**config.mk**
```make
export PLATFORM = sky130hd
export DESIGN_NAME = fragmentBackend
export DESIGN_NICKNAME = d
export VERILOG_FILES = /design/src/logic/rasterPkg.sv /design/src/logic/colorBlender.sv /design/src/logic/depthTester.sv /design/src/logic/fragmentBackend.sv /design/src/logic/fragmentWriter.sv /design/src/logic/frameBuffer.sv
export VERILOG_INCLUDE_DIRS = /design/src /design/src/logic
export SDC_FILE = /design/constraint.sdc
export NUM_CORES = 2
export LEC_CHECK = 0
export BUFFER_PORTS_ARGS = -buffer_cell sky130_fd_sc_hd__buf_2
export CORE_ASPECT_RATIO = 1.25
export CORE_MARGIN = 5
export CORE_UTILIZATION = 45
export CTS_CLUSTER_DIAMETER = 50
export DETAILED_ROUTE_END_ITERATION = 16
export SKIP_CTS_REPAIR_TIMING = 1
export SLEW_MARGIN = 20
export SYNTH_ARGS = -nofsm -noshare
export SYNTH_HDL_FRONTEND = slang
export SYNTH_SLANG_ARGS = --single-unit
export TNS_END_PERCENT = 5
```
**constraint.sdc**
```tcl
create_clock -name aclk -period 8.9 [get_ports aclk]
set_clock_uncertainty 0.2 [all_clocks]
set_input_delay 0.445 -clock aclk [delete_from_list [all_inputs] [get_ports aclk]]
set_output_delay 0.445 -clock aclk [all_outputs]
set_load 0.005 [all_outputs]
```
**src/logic/raster_defines.svh**
```systemverilog
`ifndef RASTER_DEFINES_SVH
`define RASTER_DEFINES_SVH

// Screen size in pixels
`define FB_X_RES 16
`define FB_Y_RES 8

// Pixel count of one frame buffer
`define FB_SIZE (`FB_X_RES * `FB_Y_RES)

// Bits of a linear, row-major pixel index
`define FB_INDEX_WIDTH 7

// RGBA4444
`define COLOR_WIDTH 16

// Unsigned, smaller is nearer
`define DEPTH_WIDTH 16

`endif

```
**src/logic/rasterPkg.sv**
```systemverilog
`default_nettype none

`include "raster_defines.svh"

package rasterPkg;

    typedef logic [`FB_INDEX_WIDTH-1:0] pixelIndexT;

    // Red in the top nibble, alpha in the bottom nibble
    typedef logic [`COLOR_WIDTH-1:0] colorT;

    typedef logic [`DEPTH_WIDTH-1:0] depthT;

    // Write enables, bit 3 is red down to bit 0 for alpha
    typedef logic [3:0] colorMaskT;

    // Fragment depth compared against stored depth
    typedef enum logic [2:0] {
        NEVER    = 3'd0,
        LESS     = 3'd1,
        LEQUAL   = 3'd2,
        EQUAL    = 3'd3,
        GREATER  = 3'd4,
        NOTEQUAL = 3'd5,
        GEQUAL   = 3'd6,
        ALWAYS   = 3'd7
    } depthFuncT;

    typedef enum logic [1:0] {
        REPLACE = 2'd0,
        ADD     = 2'd1,
        AVERAGE = 2'd2
    } blendModeT;

endpackage

`default_nettype wire

```
**src/logic/colorBlender.sv**
```systemverilog
`timescale 1ns/100ps
`default_nettype none

module colorBlender import rasterPkg::*; (
    input  logic      aclk,
    input  logic      arstN,
    input  colorT     fragColor,
    input  colorT     storedColor,
    input  blendModeT blendMode,
    input  colorMaskT colorMask,
    output colorT     blendedColor
);

    colorT blendNext;

    //////////////////////////////////////////////////
    // Per channel blend, nibble 3 is red
    //////////////////////////////////////////////////
    always_comb begin
        logic [4:0] sum;
        logic [3:0] mixed;

        // Masked channels keep the stored value
        blendNext = storedColor;
        for (int ch = 0; ch < 4; ch++) begin
            sum = {1'b0, fragColor[ch*4 +: 4]} + {1'b0, storedColor[ch*4 +: 4]};
            case (blendMode)
                ADD: begin
                    // Saturate at 15
                    mixed = sum[4] ? 4'hf : sum[3:0];
                end
                AVERAGE: begin
                    mixed = sum[4:1];
                end
                default: begin
                    mixed = fragColor[ch*4 +: 4];
                end
            endcase
            if (colorMask[ch]) begin
                blendNext[ch*4 +: 4] = mixed;
            end
        end
    end

    always_ff @(posedge aclk or negedge arstN) begin
        if (!arstN) begin
            blendedColor <= '0;
        end else begin
            blendedColor <= blendNext;
        end
    end

endmodule

`default_nettype wire

```
**src/logic/depthTester.sv**
```systemverilog
`timescale 1ns/100ps
`default_nettype none

module depthTester import rasterPkg::*; (
    input  logic      aclk,
    input  logic      arstN,
    input  depthT     fragDepth,
    input  depthT     storedDepth,
    input  depthFuncT depthFunc,
    output logic      depthPass
);

    logic passNext;

    // Fragment on the left side of every comparison
    always_comb begin
        case (depthFunc)
            NEVER: begin
                passNext = 1'b0;
            end
            LESS: begin
                passNext = fragDepth < storedDepth;
            end
            LEQUAL: begin
                passNext = fragDepth <= storedDepth;
            end
            EQUAL: begin
                passNext = fragDepth == storedDepth;
            end
            GREATER: begin
                passNext = fragDepth > storedDepth;
            end
            NOTEQUAL: begin
                passNext = fragDepth != storedDepth;
            end
            GEQUAL: begin
                passNext = fragDepth >= storedDepth;
            end
            default: begin
                passNext = 1'b1;
            end
        endcase
    end

    // One cycle of latency, same as the blender
    always_ff @(posedge aclk or negedge arstN) begin
        if (!arstN) begin
            depthPass <= 1'b0;
        end else begin
            depthPass <= passNext;
        end
    end

endmodule

`default_nettype wire

```
**src/logic/fragmentBackend.sv**
```systemverilog
`timescale 1ns/100ps
`default_nettype none

module fragmentBackend import rasterPkg::*; (
    input  logic       aclk,
    input  logic       arstN,
    input  logic       fragValid,
    output logic       fragReady,
    input  pixelIndexT fragIndex,
    input  depthT      fragDepth,
    input  colorT      fragColor,
    input  depthFuncT  depthFunc,
    input  logic       depthWriteEn,
    input  blendModeT  blendMode,
    input  colorMaskT  colorMask,
    input  colorT      clearColor,
    input  depthT      clearDepth,
    input  logic       clearStart,
    input  logic       dumpStart,
    output logic       busy,
    output logic       pixValid,
    input  logic       pixReady,
    output logic       pixLast,
    output colorT      pixData
);

    //////////////////////////////////////////////////
    // Wires
    //////////////////////////////////////////////////
    logic       rdEn;
    pixelIndexT rdIndex;
    colorT      storedColor;
    depthT      storedDepth;
    depthT      stageDepth;
    colorT      stageColor;
    logic       depthPass;
    colorT      blendedColor;
    pixelIndexT wrIndex;
    logic       colorWrEn;
    logic       depthWrEn;
    colorT      colorWrData;
    depthT      depthWrData;
    logic       idle;
    logic       colorBusy;
    logic       depthBusy;
    logic       clearGo;
    logic       dumpGo;

    assign busy = colorBusy || depthBusy;

    // Commands only start on an empty pipeline
    assign clearGo = clearStart && idle;
    assign dumpGo  = dumpStart && idle;

    //////////////////////////////////////////////////
    // Pipeline
    //////////////////////////////////////////////////
    fragmentWriter writer (
        .aclk(aclk),
        .arstN(arstN),
        .fragValid(fragValid),
        .fragReady(fragReady),
        .fragIndex(fragIndex),
        .fragDepth(fragDepth),
        .fragColor(fragColor),
        .busy(busy),
        .clearStart(clearStart),
        .dumpStart(dumpStart),
        .rdEn(rdEn),
        .rdIndex(rdIndex),
        .stageDepth(stageDepth),
        .stageColor(stageColor),
        .depthPass(depthPass),
        .blendedColor(blendedColor),
        .depthWriteEn(depthWriteEn),
        .wrIndex(wrIndex),
        .colorWrEn(colorWrEn),
        .depthWrEn(depthWrEn),
        .colorWrData(colorWrData),
        .depthWrData(depthWrData),
        .idle(idle)
    );

    depthTester depthTest (
        .aclk(aclk),
        .arstN(arstN),
        .fragDepth(stageDepth),
        .storedDepth(storedDepth),
        .depthFunc(depthFunc),
        .depthPass(depthPass)
    );

    colorBlender blender (
        .aclk(aclk),
        .arstN(arstN),
        .fragColor(stageColor),
        .storedColor(storedColor),
        .blendMode(blendMode),
        .colorMask(colorMask),
        .blendedColor(blendedColor)
    );

    //////////////////////////////////////////////////
    // Buffers
    //////////////////////////////////////////////////
    frameBuffer #(
        .PIXEL_WIDTH($bits(colorT))
    ) colorBuffer (
        .aclk(aclk),
        .arstN(arstN),
        .rdEn(rdEn),
        .rdIndex(rdIndex),
        .rdData(storedColor),
        .wrEn(colorWrEn),
        .wrIndex(wrIndex),
        .wrData(colorWrData),
        .clearStart(clearGo),
        .clearValue(clearColor),
        .dumpStart(dumpGo),
        .busy(colorBusy),
        .pixValid(pixValid),
        .pixReady(pixReady),
        .pixLast(pixLast),
        .pixData(pixData)
    );

    // Depth is never streamed out
    frameBuffer #(
        .PIXEL_WIDTH($bits(depthT))
    ) depthBuffer (
        .aclk(aclk),
        .arstN(arstN),
        .rdEn(rdEn),
        .rdIndex(rdIndex),
        .rdData(storedDepth),
        .wrEn(depthWrEn),
        .wrIndex(wrIndex),
        .wrData(depthWrData),
        .clearStart(clearGo),
        .clearValue(clearDepth),
        .dumpStart(1'b0),
        .busy(depthBusy),
        .pixValid(),
        .pixReady(1'b1),
        .pixLast(),
        .pixData()
    );

endmodule

`default_nettype wire

```
**src/logic/fragmentWriter.sv**
```systemverilog
`timescale 1ns/100ps
`default_nettype none

module fragmentWriter import rasterPkg::*; (
    input  logic       aclk,
    input  logic       arstN,
    input  logic       fragValid,
    output logic       fragReady,
    input  pixelIndexT fragIndex,
    input  depthT      fragDepth,
    input  colorT      fragColor,
    input  logic       busy,
    input  logic       clearStart,
    input  logic       dumpStart,
    output logic       rdEn,
    output pixelIndexT rdIndex,
    output depthT      stageDepth,
    output colorT      stageColor,
    input  logic       depthPass,
    input  colorT      blendedColor,
    input  logic       depthWriteEn,
    output pixelIndexT wrIndex,
    output logic       colorWrEn,
    output logic       depthWrEn,
    output colorT      colorWrData,
    output depthT      depthWrData,
    output logic       idle
);

    // Stage 1, stored values arrive from the buffers
    logic       s1Valid;
    pixelIndexT s1Index;
    depthT      s1Depth;
    colorT      s1Color;
    // Stage 2, unit results ready for the write
    logic       s2Valid;
    pixelIndexT s2Index;
    depthT      s2Depth;
    // Low for the first cycle out of reset
    logic       running;
    logic       hazard;
    logic       accept;

    // Read after pending write to the same pixel
    assign hazard = (s1Valid && s1Index == fragIndex) || (s2Valid && s2Index == fragIndex);

    assign fragReady = running && !busy && !clearStart && !dumpStart && !hazard;
    assign accept    = fragValid && fragReady;

    assign rdEn       = accept;
    assign rdIndex    = fragIndex;
    assign stageDepth = s1Depth;
    assign stageColor = s1Color;

    assign wrIndex     = s2Index;
    assign colorWrEn   = s2Valid && depthPass;
    assign depthWrEn   = s2Valid && depthPass && depthWriteEn;
    assign colorWrData = blendedColor;
    assign depthWrData = s2Depth;
    assign idle        = !s1Valid && !s2Valid;

    always_ff @(posedge aclk or negedge arstN) begin
        if (!arstN) begin
            running <= 1'b0;
            s1Valid <= 1'b0;
            s2Valid <= 1'b0;
        end else begin
            running <= 1'b1;
            s1Valid <= accept;
            s2Valid <= s1Valid;
        end
    end

    always_ff @(posedge aclk) begin
        if (accept) begin
            s1Index <= fragIndex;
            s1Depth <= fragDepth;
            s1Color <= fragColor;
        end
        s2Index <= s1Index;
        s2Depth <= s1Depth;
    end

endmodule

`default_nettype wire

```
**src/logic/frameBuffer.sv**
```systemverilog
`timescale 1ns/100ps
`default_nettype none

`include "raster_defines.svh"

module frameBuffer import rasterPkg::*; #(
    parameter int PIXEL_WIDTH = 16
) (
    input  logic                   aclk,
    input  logic                   arstN,
    input  logic                   rdEn,
    input  pixelIndexT             rdIndex,
    output logic [PIXEL_WIDTH-1:0] rdData,
    input  logic                   wrEn,
    input  pixelIndexT             wrIndex,
    input  logic [PIXEL_WIDTH-1:0] wrData,
    input  logic                   clearStart,
    input  logic [PIXEL_WIDTH-1:0] clearValue,
    input  logic                   dumpStart,
    output logic                   busy,
    output logic                   pixValid,
    input  logic                   pixReady,
    output logic                   pixLast,
    output logic [PIXEL_WIDTH-1:0] pixData
);

    typedef enum logic [1:0] {IDLE, CLEAR, DUMP} fbStateT;

    logic [PIXEL_WIDTH-1:0] mem [`FB_SIZE];

    fbStateT                state;
    pixelIndexT             sweepAddr;
    logic                   sweepEnd;
    // rdData holds a dump word not yet moved to the output register
    logic                   fetchValid;
    // Last dump read issued, so the fetched word is the final pixel
    logic                   fetchLast;
    logic                   outLoad;
    logic                   dumpRead;
    logic                   ramWrEn;
    pixelIndexT             ramWrAddr;
    logic [PIXEL_WIDTH-1:0] ramWrData;
    logic                   ramRdEn;
    pixelIndexT             ramRdAddr;

    assign sweepEnd = sweepAddr == pixelIndexT'(`FB_SIZE - 1);
    assign busy     = state != IDLE;

    // Dump prefetch, refill rdData as soon as its word moves on
    assign outLoad  = fetchValid && (!pixValid || pixReady);
    assign dumpRead = (state == DUMP) && !fetchLast && (!fetchValid || outLoad);

    // Clear owns the write port, dump owns the read port
    assign ramWrEn   = (state == CLEAR) || wrEn;
    assign ramWrAddr = (state == CLEAR) ? sweepAddr : wrIndex;
    assign ramWrData = (state == CLEAR) ? clearValue : wrData;
    assign ramRdEn   = (state == DUMP) ? dumpRead : rdEn;
    assign ramRdAddr = (state == DUMP) ? sweepAddr : rdIndex;

    //////////////////////////////////////////////////
    // Storage
    //////////////////////////////////////////////////
    always_ff @(posedge aclk) begin
        if (ramWrEn) begin
            mem[ramWrAddr] <= ramWrData;
        end
        if (ramRdEn) begin
            rdData <= mem[ramRdAddr];
        end
        if (outLoad) begin
            pixData <= rdData;
        end
    end

    //////////////////////////////////////////////////
    // Sweep control and stream output
    //////////////////////////////////////////////////
    always_ff @(posedge aclk or negedge arstN) begin
        if (!arstN) begin
            state      <= IDLE;
            sweepAddr  <= '0;
            fetchValid <= 1'b0;
            fetchLast  <= 1'b0;
            pixValid   <= 1'b0;
            pixLast    <= 1'b0;
        end else begin
            case (state)
                IDLE: begin
                    sweepAddr <= '0;
                    fetchLast <= 1'b0;
                    if (clearStart) begin
                        state <= CLEAR;
                    end else if (dumpStart) begin
                        state <= DUMP;
                    end
                end
                CLEAR: begin
                    // One word per cycle, FB_SIZE cycles in total
                    sweepAddr <= sweepAddr + 1'b1;
                    if (sweepEnd) begin
                        state <= IDLE;
                    end
                end
                DUMP: begin
                    if (dumpRead) begin
                        sweepAddr <= sweepAddr + 1'b1;
                        fetchLast <= sweepEnd;
                    end
                    if (pixValid && pixReady && pixLast) begin
                        state <= IDLE;
                    end
                end
                default: state <= IDLE;
            endcase

            if (dumpRead) begin
                fetchValid <= 1'b1;
            end else if (outLoad) begin
                fetchValid <= 1'b0;
            end

            // Output word holds until taken
            if (outLoad) begin
                pixValid <= 1'b1;
                pixLast  <= fetchLast;
            end else if (pixReady) begin
                pixValid <= 1'b0;
                pixLast  <= 1'b0;
            end
        end
    end

endmodule

`default_nettype wire

```
==> results_tabular.tex <==
\begin{tabular}{lr}
\hline
Metric & Value \\
\hline
\multicolumn{2}{l}{\textbf{Floorplan}} \\
\quad Core region area & 368000 µm² \\
\quad Number of placed I/O pins & 107 \\
\quad Width of the die & 553 µm \\
\quad Die outline height & 689 µm \\
\quad Row Count & 249 \\
\quad Starting density of the core & 45.1\% \\
\quad Die Outline Area & 381000 µm² \\
\multicolumn{2}{l}{\textbf{Worst setup path}} \\
\quad Cell count of the worst reg-to-reg path & 13 \\
\quad Worst Setup Path Type & flip-flop to flip-flop \\
\quad Setup crit end kind & flip-flop \\
\quad Highest fanout seen on the critical path & 52 \\
\quad Worst-case register-to-register setup slack & 2.83 ns \\
\quad Data required time at the worst endpoint & 9.47 ns \\
\quad Worst setup endpoint & colorBuffer.rdData[6]\$\_DFFE\_PP\_ \\
\quad Data arrival time of the worst path & 6.64 ns \\
\quad R2R Path End & colorBuffer.rdData[6]\$\_DFFE\_PP\_ \\
\quad R2r startpoint & colorBuffer.state[0]\$\_DFFE\_PN0P\_ \\
\quad Launching instance or port of the critical path & colorBuffer.state[0]\$\_DFFE\_PN0P\_ \\
\quad Startpoint type of the worst setup path & flip-flop \\
\multicolumn{2}{l}{\textbf{Job}} \\
\quad Max Cap Viol & 0 \\
\multicolumn{2}{l}{\textbf{STA}} \\
\quad Worst Hold Margin & 0.0152 ns \\
\quad Share of the clock period used by the worst path after layout & 68.2\% \\
\quad Number of slew-limit violations in the final report & 0 \\
\quad Setup repair after global routing missed its margin & false \\
\quad Setup Total Neg Slack & 0 ns \\
\quad Final setup violation count & 0 \\
\quad Worst slew pin tran & 1.25 ns \\
\quad Final worst path period need & 6.07 ns \\
\quad Upper clock frequency limit & 165 MHz \\
\quad Normalized max-slew margin & 16.6\% \\
\quad Fin. Hold Viols & 0 \\
\multicolumn{2}{l}{\textbf{Synthesis}} \\
\quad Top FF cell, synth & sky130\_fd\_sc\_hd\_\_edfxtp\_1 \\
\quad Post-synthesis register bit count & 4247 \\
\quad Post-synth top area share & 75.8\% \\
\quad Synth area leader & sky130\_fd\_sc\_hd\_\_edfxtp\_1 \\
\quad Cell area after synthesis & 166000 µm² \\
\quad Post-synth EDFFs & 4183 \\
\quad Warnings from Yosys & 0 \\
\quad Share of flip-flops with an asynchronous set or reset & 0.965\% \\
\quad Most instantiated cells after synthesis & sky130\_fd\_sc\_hd\_\_edfxtp\_1, sky130\_fd\_sc\_hd\_\_nand2\_1, sky130\_fd\_sc\_hd\_\_mux4\_2 \\
\quad Post-Synthesis Net Count & 8690 \\
\quad Sequential-to-total area share from yosys stat & 76.7\% \\
\quad Main area contributors after synthesis & sky130\_fd\_sc\_hd\_\_edfxtp\_1, sky130\_fd\_sc\_hd\_\_mux4\_2, sky130\_fd\_sc\_hd\_\_mux2i\_1 \\
\quad Cell with the most instances after synthesis & sky130\_fd\_sc\_hd\_\_edfxtp\_1 \\
\quad Average footprint of a synthesized cell & 19.4 µm² \\
\quad Post-synth cell types & 60 \\
\quad Number of instances in the synthesized netlist & 8559 \\
\multicolumn{2}{l}{\textbf{CTS}} \\
\quad Root buf cell & sky130\_fd\_sc\_hd\_\_clkbuf\_16 \\
\quad Num Clock Sinks & 4247 \\
\quad CTS tree & built \\
\quad TritonCTS Buffers & 437 \\
\quad Clock Pin Slew Worst Setup and Hold Paths & 0.06 ns \\
\quad Insertion delay of the later-clocked pin in the worst-skew pair & 0.97 ns \\
\quad Number of buffers on the longest clock path & 4 \\
\quad H-tree depth reported by CTS & 5 \\
\multicolumn{2}{l}{\textbf{Global routing}} \\
\quad Most used routing layer in global routing & met2 \\
\quad GR Util met1 & 30.1\% \\
\quad Wire length of the first global-routing pass & 646000 µm \\
\quad M2 GR Usage & 39.9\% \\
\quad Largest net degree at the start of global routing & 130 \\
\quad GRT Residual Overflow & 0 \\
\quad Met3 demand-to-capacity share in global routing & 4.04\% \\
\quad Initial antenna violation count & 28 \\
\quad GRT Util Overall & 23.5\% \\
\quad Number of global-route vias before repair & 86800 \\
\multicolumn{2}{l}{\textbf{Route}} \\
\quad First-pass detailed-route iteration total & 5 \\
\quad Drt drc & 0 \\
\quad Post-DR wirelength/cell & 31.7 µm \\
\quad Number of design-rule violations left by the first detailed-router iteration & 9774 \\
\quad Total via count after detailed routing & 86100 \\
\quad Routed via count divided by cell count & 5.99 \\
\quad Routed wire length & 456000 µm \\
\quad DRT antenna net count & 0 \\
\multicolumn{2}{l}{\textbf{Power}} \\
\quad Worst voltage drop across the vdd grid & 0.191 mV \\
\quad Switching share of total power & 27.6\% \\
\quad Internal & 36100 µW \\
\quad Total power divided by cell area & 264 nW/µm² \\
\quad Gate power share & 16.1\% \\
\quad Part of the total power dissipated in sequential elements & 48.0\% \\
\quad Clock network fraction of total power & 36.0\% \\
\quad Static leakage power & 0.0614 µW \\
\quad Total net switching power & 13800 µW \\
\multicolumn{2}{l}{\textbf{Finish}} \\
\quad Post-layout instance area & 189000 µm² \\
\quad Area growth from synthesis to layout & 14.0\% \\
\quad Fraction of final layout cells with drive strength greater than 1 & 21.9\% \\
\quad Post-route non-filler standard cell count & 14400 \\
\quad Nets & 9210 \\
\multicolumn{2}{l}{\textbf{Placement}} \\
\quad Routability-driven placement congestion ratio & 0.845 \\
\quad IO Port Bufs & 106 \\
\quad Placed standard-cell area & 174000 µm² \\
\quad DP Wirelength & 264000 µm \\
\quad Post-placement cell count & 13500 \\
\multicolumn{2}{l}{\textbf{Run status}} \\
\quad Status & complete, no violations \\
\multicolumn{2}{l}{\textbf{Worst hold path}} \\
\quad Class of the worst hold path & input pin to flip-flop \\
\hline
\end{tabular}
logic make-up after synthesis:
kind of cell | Yosys count | share of synthesized area, %
flops | 4247 | 76.7
other cells | 1 | 0.00226
simple gates | 1614 | 4.14
buf+inv | 528 | 1.37
fa+ha+maj | 44 | 0.350
compound gates | 694 | 2.71
xor+xnor | 26 | 0.137
mux | 1405 | 14.6
flip-flops by register name, summed over array words and instances (netlist names):
name and cells:
colorBuffer.fetchValid 1, colorBuffer.pixValid 1, writer.wrIndex 7, colorBuffer.rdData 16
depthBuffer.sweepAddr 7, writer.s1Index 7, colorBuffer.pixData 16, colorBuffer.sweepAddr 7
writer.s2Valid 1, colorBuffer.fetchLast 1, depthBuffer.state 1, blender.blendedColor 16
colorBuffer.mem 2048, writer.stageColor 16, writer.s1Valid 1, depthTest.depthPass 1
writer.depthWrData 16, writer.stageDepth 16, colorBuffer.pixLast 1, colorBuffer.state 2
depthBuffer.rdData 16, depthBuffer.mem 2048, writer.running 1
critical path: stages (launching register included):
cell	delay, ns
sky130_fd_sc_hd__dfrtp_1	0.40
sky130_fd_sc_hd__inv_1	0.13
sky130_fd_sc_hd__ha_2	0.19
sky130_fd_sc_hd__buf_4	0.44
sky130_fd_sc_hd__mux2i_4	0.68
sky130_fd_sc_hd__buf_16	0.24
sky130_fd_sc_hd__buf_4	0.72
sky130_fd_sc_hd__buf_4	0.75
sky130_fd_sc_hd__mux2i_1	0.20
sky130_fd_sc_hd__o221ai_1	0.29
sky130_fd_sc_hd__a21oi_1	0.11
sky130_fd_sc_hd__o31ai_1	0.89
sky130_fd_sc_hd__nand4_1	0.26
sky130_fd_sc_hd__nor4_1	0.30
layer usage:
layer | wire [µm] | vias up
li1 | - | 35800
met1 | 171000 | 45800
met2 | 229000 | 3717
met3 | 33800 | 830
met4 | 22300 | 10
met5 | 62 | -
power by group through the flow:
stage	Clock, µW	Sequential [µW]	Combinational [µW]
6_report	17900	23900	8010
5_1_grt	19100	24000	8390
4_1_cts	18200	23900	7980
3_5_place_dp	0	24400	7970
3_3_place_gp	0	24300	7790
2_1_floorplan	0	24300	4470
worst min-delay path by stage:
| stage | startpoint | to | slack (ns) | cells after the start |
|---|---|---|---|---|
| detailed placement | writer.stageDepth[0]$_DFFE_PP_ | writer.depthWrData[0]$_DFF_P_ | 0.16 | 0 |
| CTS | arstN | blender.blendedColor[10]$_DFF_PN0_ | -0.63 | 2 |
| finish | clearDepth[4] | depthBuffer.mem[89][4]$_DFFE_PP_ | 0.02 | 2 |
| global placement | writer.s1Index[0]$_DFFE_PP_ | writer.wrIndex[0]$_DFF_P_ | 0.18 | 0 |
| floorplan | arstN | blender.blendedColor[0]$_DFF_PN0_ | -0.05 | 0 |
| global route | fragColor[4] | writer.stageColor[4]$_DFFE_PP_ | 0.0004 | 2 |
layout by cell type (no fill, tap or decap), types with 22 or more instances in the layout:
master,netlist,routed
sky130_fd_sc_hd__and3_1,24,24
sky130_fd_sc_hd__ha_1,40,38
sky130_fd_sc_hd__nand2_1,826,826
sky130_fd_sc_hd__buf_2,118,102
sky130_fd_sc_hd__nor2_2,0,33
sky130_fd_sc_hd__bufinv_16,0,36
sky130_fd_sc_hd__o22ai_1,37,34
sky130_fd_sc_hd__mux4_2,807,807
sky130_fd_sc_hd__diode_2,0,26
sky130_fd_sc_hd__dlygate4sd3_1,0,82
sky130_fd_sc_hd__mux2_4,0,34
sky130_fd_sc_hd__clkinv_2,0,81
sky130_fd_sc_hd__clkbuf_1,268,76
sky130_fd_sc_hd__nand2b_1,22,22
sky130_fd_sc_hd__nor4_1,29,26
sky130_fd_sc_hd__clkinv_1,0,86
sky130_fd_sc_hd__nand4_1,23,23
sky130_fd_sc_hd__clkinvlp_4,0,22
sky130_fd_sc_hd__inv_1,43,43
sky130_fd_sc_hd__dfrtp_1,41,40
sky130_fd_sc_hd__dfxtp_1,23,23
sky130_fd_sc_hd__a22oi_1,28,28
sky130_fd_sc_hd__mux2i_1,539,534
sky130_fd_sc_hd__clkbuf_16,0,441
sky130_fd_sc_hd__o21ai_0,97,93
sky130_fd_sc_hd__nor3_1,70,70
sky130_fd_sc_hd__o221ai_1,95,95
sky130_fd_sc_hd__buf_4,32,355
sky130_fd_sc_hd__a21oi_1,259,255
sky130_fd_sc_hd__nor2_1,289,246
sky130_fd_sc_hd__inv_6,0,25
sky130_fd_sc_hd__nand3_1,300,296
sky130_fd_sc_hd__mux2_2,59,22
sky130_fd_sc_hd__edfxtp_1,4183,4183
sky130_fd_sc_hd__xnor2_1,25,25
sky130_fd_sc_hd__a311oi_1,24,24
stage by stage:
step                util, %  total power (µW)  worst slack (ns)
finish                 51.4             49900              2.83
global placement       47.3             32100              2.61
global route           51.4             51400              2.64
detailed placement     47.3             32300              2.96
CTS                    51.1             50100              2.88
floorplan                 -             28700              4.26
cell type report:
| class | count | area, µm² |
|---|---|---|
| Multi-Input combinational cell | 3784 | 36900 |
| Sequential cell | 4247 | 127000 |
| Clock inverter | 284 | 2680 |
| Clock buffer | 520 | 11400 |
| Fill cell | 29100 | 179000 |
| Timing Repair Buffer | 566 | 4510 |
| Antenna cell | 26 | 65.1 |
| Tap cell | 4894 | 6120 |
| Inverter | 43 | 161 |
Power figures use the tool's default switching activity.
